[src/source/fetch_pkg.sv]
package fetch_pkg;

    localparam int vaddr_size = 32;
    localparam int pred_width = 3;

    typedef logic [vaddr_size-1:0] vaddr_t;

    // Slot of an instruction inside a fetch stream of up to 8
    typedef logic [pred_width-1:0] pred_offset_t;

    // Predictor's branch class
    typedef enum logic [1:0] {
        br_direct,
        br_jump,
        br_call,
        br_ind
    } br_type_t;

    typedef enum logic [1:0] {
        ras_none,
        ras_push,
        ras_pop,
        ras_poppush
    } ras_type_t;

endpackage

[src/source/backend_pkg.sv]
package backend_pkg;

    localparam int xlen = 32;
    localparam int shamt_width = $clog2(xlen);
    localparam int imm_width = 20;
    localparam int rob_idx_width = 5;
    localparam int preg_width = 6;
    localparam int int_op_width = 4;
    localparam int branch_op_width = 3;

    typedef logic [xlen-1:0] data_t;

    // Decoded immediate with I-type in 11:0, B-type in 12:0 and U-type in 19:0
    typedef logic [imm_width-1:0] imm_t;

    typedef logic [rob_idx_width-1:0] rob_idx_t;
    typedef logic [preg_width-1:0] preg_t;

    typedef enum logic [int_op_width-1:0] {
        int_add,
        int_sub,
        int_lui,
        int_slt,
        int_xor,
        int_and,
        int_sl,
        int_srl,
        int_sra,
        int_auipc
    } int_op_t;

    typedef enum logic [branch_op_width-1:0] {
        branch_beq,
        branch_bne,
        branch_blt,
        branch_bge,
        branch_jal,
        branch_jalr
    } branch_op_t;

endpackage
[src/source/alu_pipe.sv]
`timescale 1ns/1ps

module alu_pipe (
    input  logic                       clk,
    input  logic                       reset,
    input  logic                       flush,
    input  logic                       issue_valid,
    input  backend_pkg::rob_idx_t      issue_rob_idx,
    input  backend_pkg::preg_t         issue_rd,
    input  logic                       issue_intv,
    input  backend_pkg::int_op_t       issue_int_op,
    input  backend_pkg::branch_op_t    issue_branch_op,
    input  logic                       issue_immv,
    input  logic                       issue_uext,
    input  backend_pkg::imm_t          issue_imm,
    input  backend_pkg::data_t         rs1_data,
    input  backend_pkg::data_t         rs2_data,
    input  fetch_pkg::pred_offset_t    issue_offset,
    input  fetch_pkg::br_type_t        issue_br_type,
    input  fetch_pkg::ras_type_t       issue_ras_type,
    input  fetch_pkg::vaddr_t          stream_start_addr,
    input  logic                       stream_taken,
    input  fetch_pkg::pred_offset_t    stream_size,
    input  fetch_pkg::vaddr_t          stream_target,
    output logic                       wb_valid,
    output backend_pkg::rob_idx_t      wb_rob_idx,
    output backend_pkg::preg_t         wb_rd,
    output backend_pkg::data_t         wb_data,
    output logic                       br_valid,
    output backend_pkg::rob_idx_t      br_rob_idx,
    output logic                       br_direction,
    output fetch_pkg::vaddr_t          br_target,
    output logic                       br_error,
    output fetch_pkg::br_type_t        br_type,
    output fetch_pkg::ras_type_t       br_ras_type
);
    // Issue stage to execute stage
    logic                    s1_valid;
    backend_pkg::rob_idx_t   s1_rob_idx;
    backend_pkg::preg_t      s1_rd;
    logic                    s1_intv;
    backend_pkg::int_op_t    s1_int_op;
    backend_pkg::branch_op_t s1_branch_op;
    logic                    s1_immv;
    logic                    s1_uext;
    backend_pkg::imm_t       s1_imm;
    backend_pkg::data_t      s1_rs1_data;
    backend_pkg::data_t      s1_rs2_data;
    fetch_pkg::pred_offset_t s1_offset;
    fetch_pkg::br_type_t     s1_br_type;
    fetch_pkg::ras_type_t    s1_ras_type;
    fetch_pkg::vaddr_t       s1_start_addr;
    logic                    s1_stream_taken;
    fetch_pkg::pred_offset_t s1_stream_size;
    fetch_pkg::vaddr_t       s1_stream_target;

    alu_issue_reg i_alu_issue_reg (.*);

    alu_exec i_alu_exec (.*);

endmodule

[src/source/alu_exec.sv]
`timescale 1ns/1ps

module alu_exec (
    input  logic                       clk,
    input  logic                       reset,
    input  logic                       flush,
    input  logic                       s1_valid,
    input  backend_pkg::rob_idx_t      s1_rob_idx,
    input  backend_pkg::preg_t         s1_rd,
    input  logic                       s1_intv,
    input  backend_pkg::int_op_t       s1_int_op,
    input  backend_pkg::branch_op_t    s1_branch_op,
    input  logic                       s1_immv,
    input  logic                       s1_uext,
    input  backend_pkg::imm_t          s1_imm,
    input  backend_pkg::data_t         s1_rs1_data,
    input  backend_pkg::data_t         s1_rs2_data,
    input  fetch_pkg::pred_offset_t    s1_offset,
    input  fetch_pkg::br_type_t        s1_br_type,
    input  fetch_pkg::ras_type_t       s1_ras_type,
    input  fetch_pkg::vaddr_t          s1_start_addr,
    input  logic                       s1_stream_taken,
    input  fetch_pkg::pred_offset_t    s1_stream_size,
    input  fetch_pkg::vaddr_t          s1_stream_target,
    output logic                       wb_valid,
    output backend_pkg::rob_idx_t      wb_rob_idx,
    output backend_pkg::preg_t         wb_rd,
    output backend_pkg::data_t         wb_data,
    output logic                       br_valid,
    output backend_pkg::rob_idx_t      br_rob_idx,
    output logic                       br_direction,
    output fetch_pkg::vaddr_t          br_target,
    output logic                       br_error,
    output fetch_pkg::br_type_t        br_type,
    output fetch_pkg::ras_type_t       br_ras_type
);
    backend_pkg::data_t int_result;
    backend_pkg::data_t link;
    logic direction;
    fetch_pkg::vaddr_t target;
    logic error;

    int_alu i_int_alu (
        .immv       (s1_immv),
        .uext       (s1_uext),
        .imm        (s1_imm),
        .rs1_data   (s1_rs1_data),
        .rs2_data   (s1_rs2_data),
        .op         (s1_int_op),
        .start_addr (s1_start_addr),
        .offset     (s1_offset),
        .result     (int_result)
    );

    branch_unit i_branch_unit (
        .uext          (s1_uext),
        .imm           (s1_imm),
        .rs1_data      (s1_rs1_data),
        .rs2_data      (s1_rs2_data),
        .op            (s1_branch_op),
        .start_addr    (s1_start_addr),
        .offset        (s1_offset),
        .stream_taken  (s1_stream_taken),
        .stream_size   (s1_stream_size),
        .stream_target (s1_stream_target),
        .direction     (direction),
        .target        (target),
        .error         (error),
        .link          (link)
    );

    always_ff @(posedge clk) begin
        if (reset || flush) begin
            wb_valid <= 1'b0;
            br_valid <= 1'b0;
        end else begin
            wb_valid <= s1_valid;
            br_valid <= s1_valid && !s1_intv;
        end
    end

    // Result fields hold their last value between micro-ops
    always_ff @(posedge clk) begin
        if (reset) begin
            wb_rob_idx   <= '0;
            wb_rd        <= '0;
            wb_data      <= '0;
            br_rob_idx   <= '0;
            br_direction <= 1'b0;
            br_target    <= '0;
            br_error     <= 1'b0;
            br_type      <= fetch_pkg::br_direct;
            br_ras_type  <= fetch_pkg::ras_none;
        end else if (s1_valid) begin
            wb_rob_idx   <= s1_rob_idx;
            wb_rd        <= s1_rd;
            wb_data      <= s1_intv ? int_result : link;
            br_rob_idx   <= s1_rob_idx;
            br_direction <= direction;
            br_target    <= target;
            br_error     <= error;
            br_type      <= s1_br_type;
            br_ras_type  <= s1_ras_type;
        end
    end

endmodule

[src/source/alu_issue_reg.sv]
`timescale 1ns/1ps

module alu_issue_reg (
    input  logic                       clk,
    input  logic                       reset,
    input  logic                       flush,
    input  logic                       issue_valid,
    input  backend_pkg::rob_idx_t      issue_rob_idx,
    input  backend_pkg::preg_t         issue_rd,
    input  logic                       issue_intv,
    input  backend_pkg::int_op_t       issue_int_op,
    input  backend_pkg::branch_op_t    issue_branch_op,
    input  logic                       issue_immv,
    input  logic                       issue_uext,
    input  backend_pkg::imm_t          issue_imm,
    input  backend_pkg::data_t         rs1_data,
    input  backend_pkg::data_t         rs2_data,
    input  fetch_pkg::pred_offset_t    issue_offset,
    input  fetch_pkg::br_type_t        issue_br_type,
    input  fetch_pkg::ras_type_t       issue_ras_type,
    input  fetch_pkg::vaddr_t          stream_start_addr,
    input  logic                       stream_taken,
    input  fetch_pkg::pred_offset_t    stream_size,
    input  fetch_pkg::vaddr_t          stream_target,
    output logic                       s1_valid,
    output backend_pkg::rob_idx_t      s1_rob_idx,
    output backend_pkg::preg_t         s1_rd,
    output logic                       s1_intv,
    output backend_pkg::int_op_t       s1_int_op,
    output backend_pkg::branch_op_t    s1_branch_op,
    output logic                       s1_immv,
    output logic                       s1_uext,
    output backend_pkg::imm_t          s1_imm,
    output backend_pkg::data_t         s1_rs1_data,
    output backend_pkg::data_t         s1_rs2_data,
    output fetch_pkg::pred_offset_t    s1_offset,
    output fetch_pkg::br_type_t        s1_br_type,
    output fetch_pkg::ras_type_t       s1_ras_type,
    output fetch_pkg::vaddr_t          s1_start_addr,
    output logic                       s1_stream_taken,
    output fetch_pkg::pred_offset_t    s1_stream_size,
    output fetch_pkg::vaddr_t          s1_stream_target
);

    // A flush also drops the micro-op issued in the same cycle
    always_ff @(posedge clk) begin
        if (reset || flush) begin
            s1_valid <= 1'b0;
        end else begin
            s1_valid <= issue_valid;
        end
    end

    always_ff @(posedge clk) begin
        if (issue_valid) begin
            s1_rob_idx       <= issue_rob_idx;
            s1_rd            <= issue_rd;
            s1_intv          <= issue_intv;
            s1_int_op        <= issue_int_op;
            s1_branch_op     <= issue_branch_op;
            s1_immv          <= issue_immv;
            s1_uext          <= issue_uext;
            s1_imm           <= issue_imm;
            s1_rs1_data      <= rs1_data;
            s1_rs2_data      <= rs2_data;
            s1_offset        <= issue_offset;
            s1_br_type       <= issue_br_type;
            s1_ras_type      <= issue_ras_type;
            s1_start_addr    <= stream_start_addr;
            s1_stream_taken  <= stream_taken;
            s1_stream_size   <= stream_size;
            s1_stream_target <= stream_target;
        end
    end

endmodule

[src/source/branch_unit.sv]
`timescale 1ns/1ps

module branch_unit (
    input  logic                     uext,
    input  backend_pkg::imm_t        imm,
    input  backend_pkg::data_t       rs1_data,
    input  backend_pkg::data_t       rs2_data,
    input  backend_pkg::branch_op_t  op,
    input  fetch_pkg::vaddr_t        start_addr,
    input  fetch_pkg::pred_offset_t  offset,
    input  logic                     stream_taken,
    input  fetch_pkg::pred_offset_t  stream_size,
    input  fetch_pkg::vaddr_t        stream_target,
    output logic                     direction,
    output fetch_pkg::vaddr_t        target,
    output logic                     error,
    output backend_pkg::data_t       link
);
    backend_pkg::data_t s_imm;
    fetch_pkg::vaddr_t jalr_target;
    fetch_pkg::vaddr_t br_target;
    logic [fetch_pkg::pred_width:0] next_slot;
    logic equal;
    logic ult;
    logic slt;
    logic lt;
    logic stream_hit;
    logic branch_error;

    assign equal = rs1_data == rs2_data;
    assign ult = rs1_data < rs2_data;
    assign slt = (rs1_data[backend_pkg::xlen-1] != rs2_data[backend_pkg::xlen-1]) ?
                 rs1_data[backend_pkg::xlen-1] : ult;
    assign lt = uext ? ult : slt;

    always_comb begin
        case (op)
            backend_pkg::branch_beq: direction = equal;
            backend_pkg::branch_bne: direction = ~equal;
            backend_pkg::branch_blt: direction = lt;
            backend_pkg::branch_bge: direction = ~lt;
            default:                 direction = 1'b0;
        endcase
    end

    // Sign extended 13-bit B-type immediate
    assign s_imm = {{(backend_pkg::xlen-13){imm[12]}}, imm[12:0]};
    assign jalr_target = rs1_data + s_imm;
    assign br_target = start_addr + {offset, 2'b00} + s_imm;
    assign target = (op == backend_pkg::branch_jalr) ? jalr_target : br_target;

    // Return address is the following slot of the stream
    assign next_slot = {1'b0, offset} + 1'b1;
    assign link = start_addr + {next_slot, 2'b00};

    // Outside the predicted slot the predictor assumed not taken
    assign stream_hit = stream_size == offset;
    assign branch_error = stream_hit ?
                          (stream_taken ^ direction) |
                          (stream_taken & (stream_target != br_target)) :
                          direction;

    always_comb begin
        case (op)
            backend_pkg::branch_jalr: error = stream_target != jalr_target;
            backend_pkg::branch_jal:  error = 1'b0;
            default:                  error = branch_error;
        endcase
    end

endmodule

[src/source/int_alu.sv]
`timescale 1ns/1ps

module int_alu (
    input  logic                    immv,
    input  logic                    uext,
    input  backend_pkg::imm_t       imm,
    input  backend_pkg::data_t      rs1_data,
    input  backend_pkg::data_t      rs2_data,
    input  backend_pkg::int_op_t    op,
    input  fetch_pkg::vaddr_t       start_addr,
    input  fetch_pkg::pred_offset_t offset,
    output backend_pkg::data_t      result
);
    backend_pkg::data_t s_imm;
    backend_pkg::data_t lui_imm;
    backend_pkg::data_t op2;
    backend_pkg::data_t pc_offset;
    logic [backend_pkg::shamt_width-1:0] shamt;
    logic ult;
    logic slt;

    assign s_imm = {{(backend_pkg::xlen-12){imm[11]}}, imm[11:0]};
    assign lui_imm = {imm[19:0], 12'b0};
    assign op2 = immv ? s_imm : rs2_data;
    assign shamt = op2[backend_pkg::shamt_width-1:0];

    // Byte offset of the instruction within its fetch stream
    assign pc_offset = {{(backend_pkg::xlen-fetch_pkg::pred_width-2){1'b0}}, offset, 2'b00};

    assign ult = rs1_data < op2;

    // When the signs differ the negative operand is smaller
    assign slt = (rs1_data[backend_pkg::xlen-1] != op2[backend_pkg::xlen-1]) ?
                 rs1_data[backend_pkg::xlen-1] : ult;

    always_comb begin
        case (op)
            backend_pkg::int_add: begin
                result = rs1_data + op2;
            end
            backend_pkg::int_sub: begin
                result = rs1_data - rs2_data;
            end
            backend_pkg::int_lui: begin
                result = lui_imm;
            end
            backend_pkg::int_slt: begin
                result = {{(backend_pkg::xlen-1){1'b0}}, uext ? ult : slt};
            end
            backend_pkg::int_xor: begin
                result = rs1_data ^ op2;
            end
            backend_pkg::int_and: begin
                result = rs1_data & op2;
            end
            backend_pkg::int_sl: begin
                result = rs1_data << shamt;
            end
            backend_pkg::int_srl: begin
                result = rs1_data >> shamt;
            end
            backend_pkg::int_sra: begin
                result = $signed(rs1_data) >>> shamt;
            end
            backend_pkg::int_auipc: begin
                result = start_addr + pc_offset + lui_imm;
            end
            default: begin
                result = '0;
            end
        endcase
    end

endmodule

[config.mk]
export PLATFORM = sky130hd
export DESIGN_NAME = alu_pipe
export DESIGN_NICKNAME = d
export VERILOG_FILES = /design/src/source/fetch_pkg.sv /design/src/source/backend_pkg.sv /design/src/source/alu_pipe.sv /design/src/source/alu_exec.sv /design/src/source/alu_issue_reg.sv /design/src/source/branch_unit.sv /design/src/source/int_alu.sv
export SDC_FILE = /design/constraint.sdc
export NUM_CORES = 1
export LEC_CHECK = 0
export BUFFER_PORTS_ARGS = -buffer_cell sky130_fd_sc_hd__buf_2
export CAP_MARGIN = 15
export CORE_UTILIZATION = 55
export DETAILED_ROUTE_END_ITERATION = 8
export PLACE_DENSITY_LB_ADDON = 0.25
export SYNTH_ARGS = -nofsm -noshare
export SYNTH_HDL_FRONTEND = slang
export SYNTH_SLANG_ARGS = --single-unit
[constraint.sdc]
create_clock -name clk -period 4.59 [get_ports clk]
set_clock_uncertainty 0.05 [all_clocks]
set_input_delay 0.6885 -clock clk [delete_from_list [all_inputs] [get_ports clk]]
set_output_delay 0.6885 -clock clk [all_outputs]
set_load 0.03 [all_outputs]
==> metrics.yaml <==
yosys:
  synthXorXnorAreaFrac_pct: 8.40
  synth_seq_area_share_pct: 27.7
  synthFlopType: "edfxtp_1"
  yosys_warnings: 0
  synth_seq_cells: 264
  syn_area_um2: 25600
  async_flop_share_pct: 0
  syn_nets: 3427
  synthAdderAreaFrac_pct: 10.3
  synth_edf_count: 180
  synthSimpleGateAreaFrac_pct: 17.7
  yosysUniqueCellTypes: 107
  synthMuxAreaShare_pct: 7.84
  synth_top_family_by_area: "compound AO/OA/AOI/OAI gates"
  syn_inst: 3037
  syn_area_per_cell_um2: 8.42
  synth_compound_area_share_pct: 23.4
sta:
  fin_tns_setup_ns: -0.232
  fin_crit_ns: 4.77
  finalMaxSlewViolations: 0
  fin_ws_ns: -0.177
  finalHoldViolations: 0
  finalSetupViolations: 2
  whs_ns: 0.205
  fmax_mhz: 210
  finalCritPeriodShare_pct: 104
  grt_setup_unrepaired: "true"
  max_slew.worst_pin.slew_ns: 1.09
  max-slew-margin-rel_pct: 27.6
drt:
  dr.pass1.iters: 7
  drt_iter0_drc: 4513
  vias_per_cell: 6.81
  num_vias: 28600
  wl_per_cell_um: 27.8
  postRouteAntennaNets: 0
  routed_wl_mm: 117
  drc: 0
placed_design:
  port_buffers: 271
  hpwl_mm: 90.3
  place_ws_ns: -0.466
  gp_congestion: 1.14
worst_setup_path:
  reg2reg_to: "i_alu_exec.br_error"
  cp-end-kind: "register"
  cp-startpoint: "i_alu_issue_reg.s1_start_addr[3]"
  start_kind: "register"
  slowest_stage: "edfxtp_1"
  critical_path.endpoint: "i_alu_exec.br_error"
  crit_path_frequent_cell: "buf_4"
  timing.rr.start: "i_alu_issue_reg.s1_start_addr[3]"
  cp_max_fo: 6
  path_cells: "buf_4 -> ha_1 -> a21o_1 -> a21oi_2 -> nand3b_1 -> buf_6 -> nor3_1 -> xor2_1 -> buf_4 -> ha_1 -> a21oi_1 -> o21ai_1 -> buf_4 -> o41ai_2 -> buf_4 -> o31ai_4 -> a211oi_2 -> xor2_2 -> xor2_1 -> nand4_1 -> nor4_1 -> o21ai_1"
  max_stage_delay_ns: 0.40
  r2r_cells: 22
  cp.arrival_ns: 5.18
  path_class: "reg -> reg"
  cp_data_required_time_ns: 5.01
  rrSetupSlack_ns: -0.18
outcome:
  failed_checks: "negative setup slack"
  status: "finished with violations"
clocking:
  cts_made_buffers: 28
  clkTransAtPathRegs_ns: 0.07
  insertion_delay_ns: 0.61
  cts_tree: "done"
  cts.sinks: 264
  root_buffer: "clkbuf_16"
  clockBufferDepth: 3
  cts_max_level: 1
finish:
  mostFrequentLayoutCell: "buf_4"
  final_cell_mix: "389 x buf_4, 331 x nor2_1, 270 x buf_2, 230 x a21oi_1, 221 x nand2_1"
  drive_gt1_share_pct: 25.8
  fin_nets: 3968
  area_growth_pct: 25.3
power_and_ir_drop:
  combPwrFrac_pct: 51.1
  switching_share_pct: 42.0
  internal_power_w: 0.00646
  seqPwrFrac_pct: 26.5
  leakage_nw: 13.7
  p_per_area_nw_per_um2: 347
  pwr-share-clk_pct: 22.3
  netSwitchingPower_w: 0.00467
  ir_drop_mv: 0.373
global_routing:
  grt_max_degree: 104
  grt_pass1_vias: 27200
  grt.total_usage_pct: 47.4
  overflow: 0
  grt_first_pass_wirelength_mm: 168
  antenna_found_initial: 5
floorplan:
  die_area_um2: 47400
  core_um2: 45600
  start_util_pct: 56.1
  pin_count: 272
  die_width_um: 218
  chipHeight_um: 218
  rows: 78
job:
  max-cap-violations: 0
worst_hold_path:
  hold_class: "in -> reg"
  whs_path_depth: 1
-- registers in the layout (all words and copies together), names as in the netlist, 5 cells and up --
register and count:
i_alu_exec.br_target 32, i_alu_exec.wb_data 32, i_alu_issue_reg.s1_rs1_data 32, i_alu_issue_reg.s1_rs2_data 32
i_alu_issue_reg.s1_start_addr 32, i_alu_issue_reg.s1_stream_target 32, i_alu_issue_reg.s1_imm 20, i_alu_exec.wb_rd 6
i_alu_issue_reg.s1_rd 6, i_alu_exec.wb_rob_idx 5, i_alu_issue_reg.s1_rob_idx 5
-- stage by stage --
| stage | std cells | cell area [um2] | power [W] | util (%) |
|---|---|---|---|---|
| 2_1_floorplan | 3037 | 25600 | 0.00603 | - |
| 4_1_cts | 4182 | 31200 | 0.0107 | 68.5 |
| 6_report | 4202 | 32000 | 0.0111 | 70.3 |
| 3_5_place_dp | 4109 | 29900 | 0.00810 | 65.5 |
| 3_3_place_gp | 4109 | 29900 | 0.00800 | 65.5 |
| 5_1_grt | 4200 | 32000 | 0.0115 | 70.3 |
-- cell usage after synthesis (26+ instances only) --
library cell / instances / share of area [%]
nor2_1: 340 / 5.0
edfxtp_1: 180 / 21
ha_1: 199 / 9.7
xnor2_1: 141 / 4.8
o211ai_1: 28 / 0.82
o21bai_1: 30 / 0.88
a21o_1: 55 / 1.6
a22oi_1: 28 / 0.82
nor2b_1: 32 / 0.78
a211oi_1: 49 / 1.4
nor3_1: 81 / 1.6
a21oi_1: 249 / 4.9
mux4_2: 32 / 2.8
xor2_1: 92 / 3.2
nand4_1: 43 / 1.1
nand3_1: 54 / 1.1
mux2i_1: 125 / 4.9
inv_1: 131 / 1.9
nand2b_1: 26 / 0.64
nand2_1: 227 / 3.3
o21ai_0: 200 / 3.9
clkbuf_1: 118 / 1.7
dfxtp_1: 84 / 6.6
-- how the worst min path moves through the flow --
stage / startpoint / to / slack (ns)
2_1_floorplan: i_alu_issue_reg.s1_rd[0] / i_alu_exec.wb_rd[0] / 0.41
3_3_place_gp: i_alu_issue_reg.s1_rob_idx[3] / i_alu_exec.wb_rob_idx[3] / 0.41
3_5_place_dp: i_alu_exec.br_target[9] / i_alu_exec.br_target[9] / 0.41
4_1_cts: stream_target[21] / i_alu_issue_reg.s1_stream_target[21] / 0.19
5_1_grt: issue_int_op[3] / i_alu_issue_reg.s1_int_op[3] / 0.19
6_report: stream_start_addr[31] / i_alu_issue_reg.s1_start_addr[31] / 0.20
-- worst max-delay path: cells and delay by family (launching register included) --
family	cells	cell delay, ns
xor gates and xnor gates	3	0.61
AOI/OAI and AO/OA	8	1.27
and+or+nand+nor	4	0.83
adders and majority gates	2	0.58
DFF	1	0.40
buffers and inverters	5	0.91
-- kinds of logic after synthesis --
kind of cell | count (synthesis)
buffers and inverters | 300
XOR/XNOR | 238
flip-flops | 264
AO/OA/AOI/OAI | 915
multiplexers | 159
AND/OR/NAND/NOR | 955
adder cells (fa/ha/maj) | 206
-- power by group through the flow --
stage | logic [W] | clock network, W | registers, W
5_1_grt | 0.00595 | 0.00258 | 0.00295
4_1_cts | 0.00525 | 0.00249 | 0.00293
3_5_place_dp | 0.00512 | 0 | 0.00298
6_report | 0.00569 | 0.00249 | 0.00295
2_1_floorplan | 0.00304 | 0 | 0.00299
3_3_place_gp | 0.00503 | 0 | 0.00298
-- layout make-up --
type                       count  area (um2)
antenna                        2        5.00
clock buffer                  31         722
clock inverter                21         272
fill                        3499       13500
inverter                     135         513
multi-input combinational   2473       18200
sequential                   264        7090
tap                          600         751
timing repair buffer         676        4480
-- what timing repair did --
| action | 4_1_cts | 5_1_grt |
|---|---|---|
| hold buffers | 0 | 0 |
| pin swaps | 44 | 85 |
| resized for setup | 56 | 121 |
| buffers inserted | 22 | 22 |
| setup endpoints to repair | 19 | 26 |
-- routing by layer --
metal,track usage (%),up-vias,wire length [um]
met3,12.3,624,14400
met5,0,-,69
li1,-,12300,-
met2,73.2,2258,49900
met4,38.5,4,12100
met1,55.4,13400,40300
Note: power is estimated with default switching activity, not from simulation.
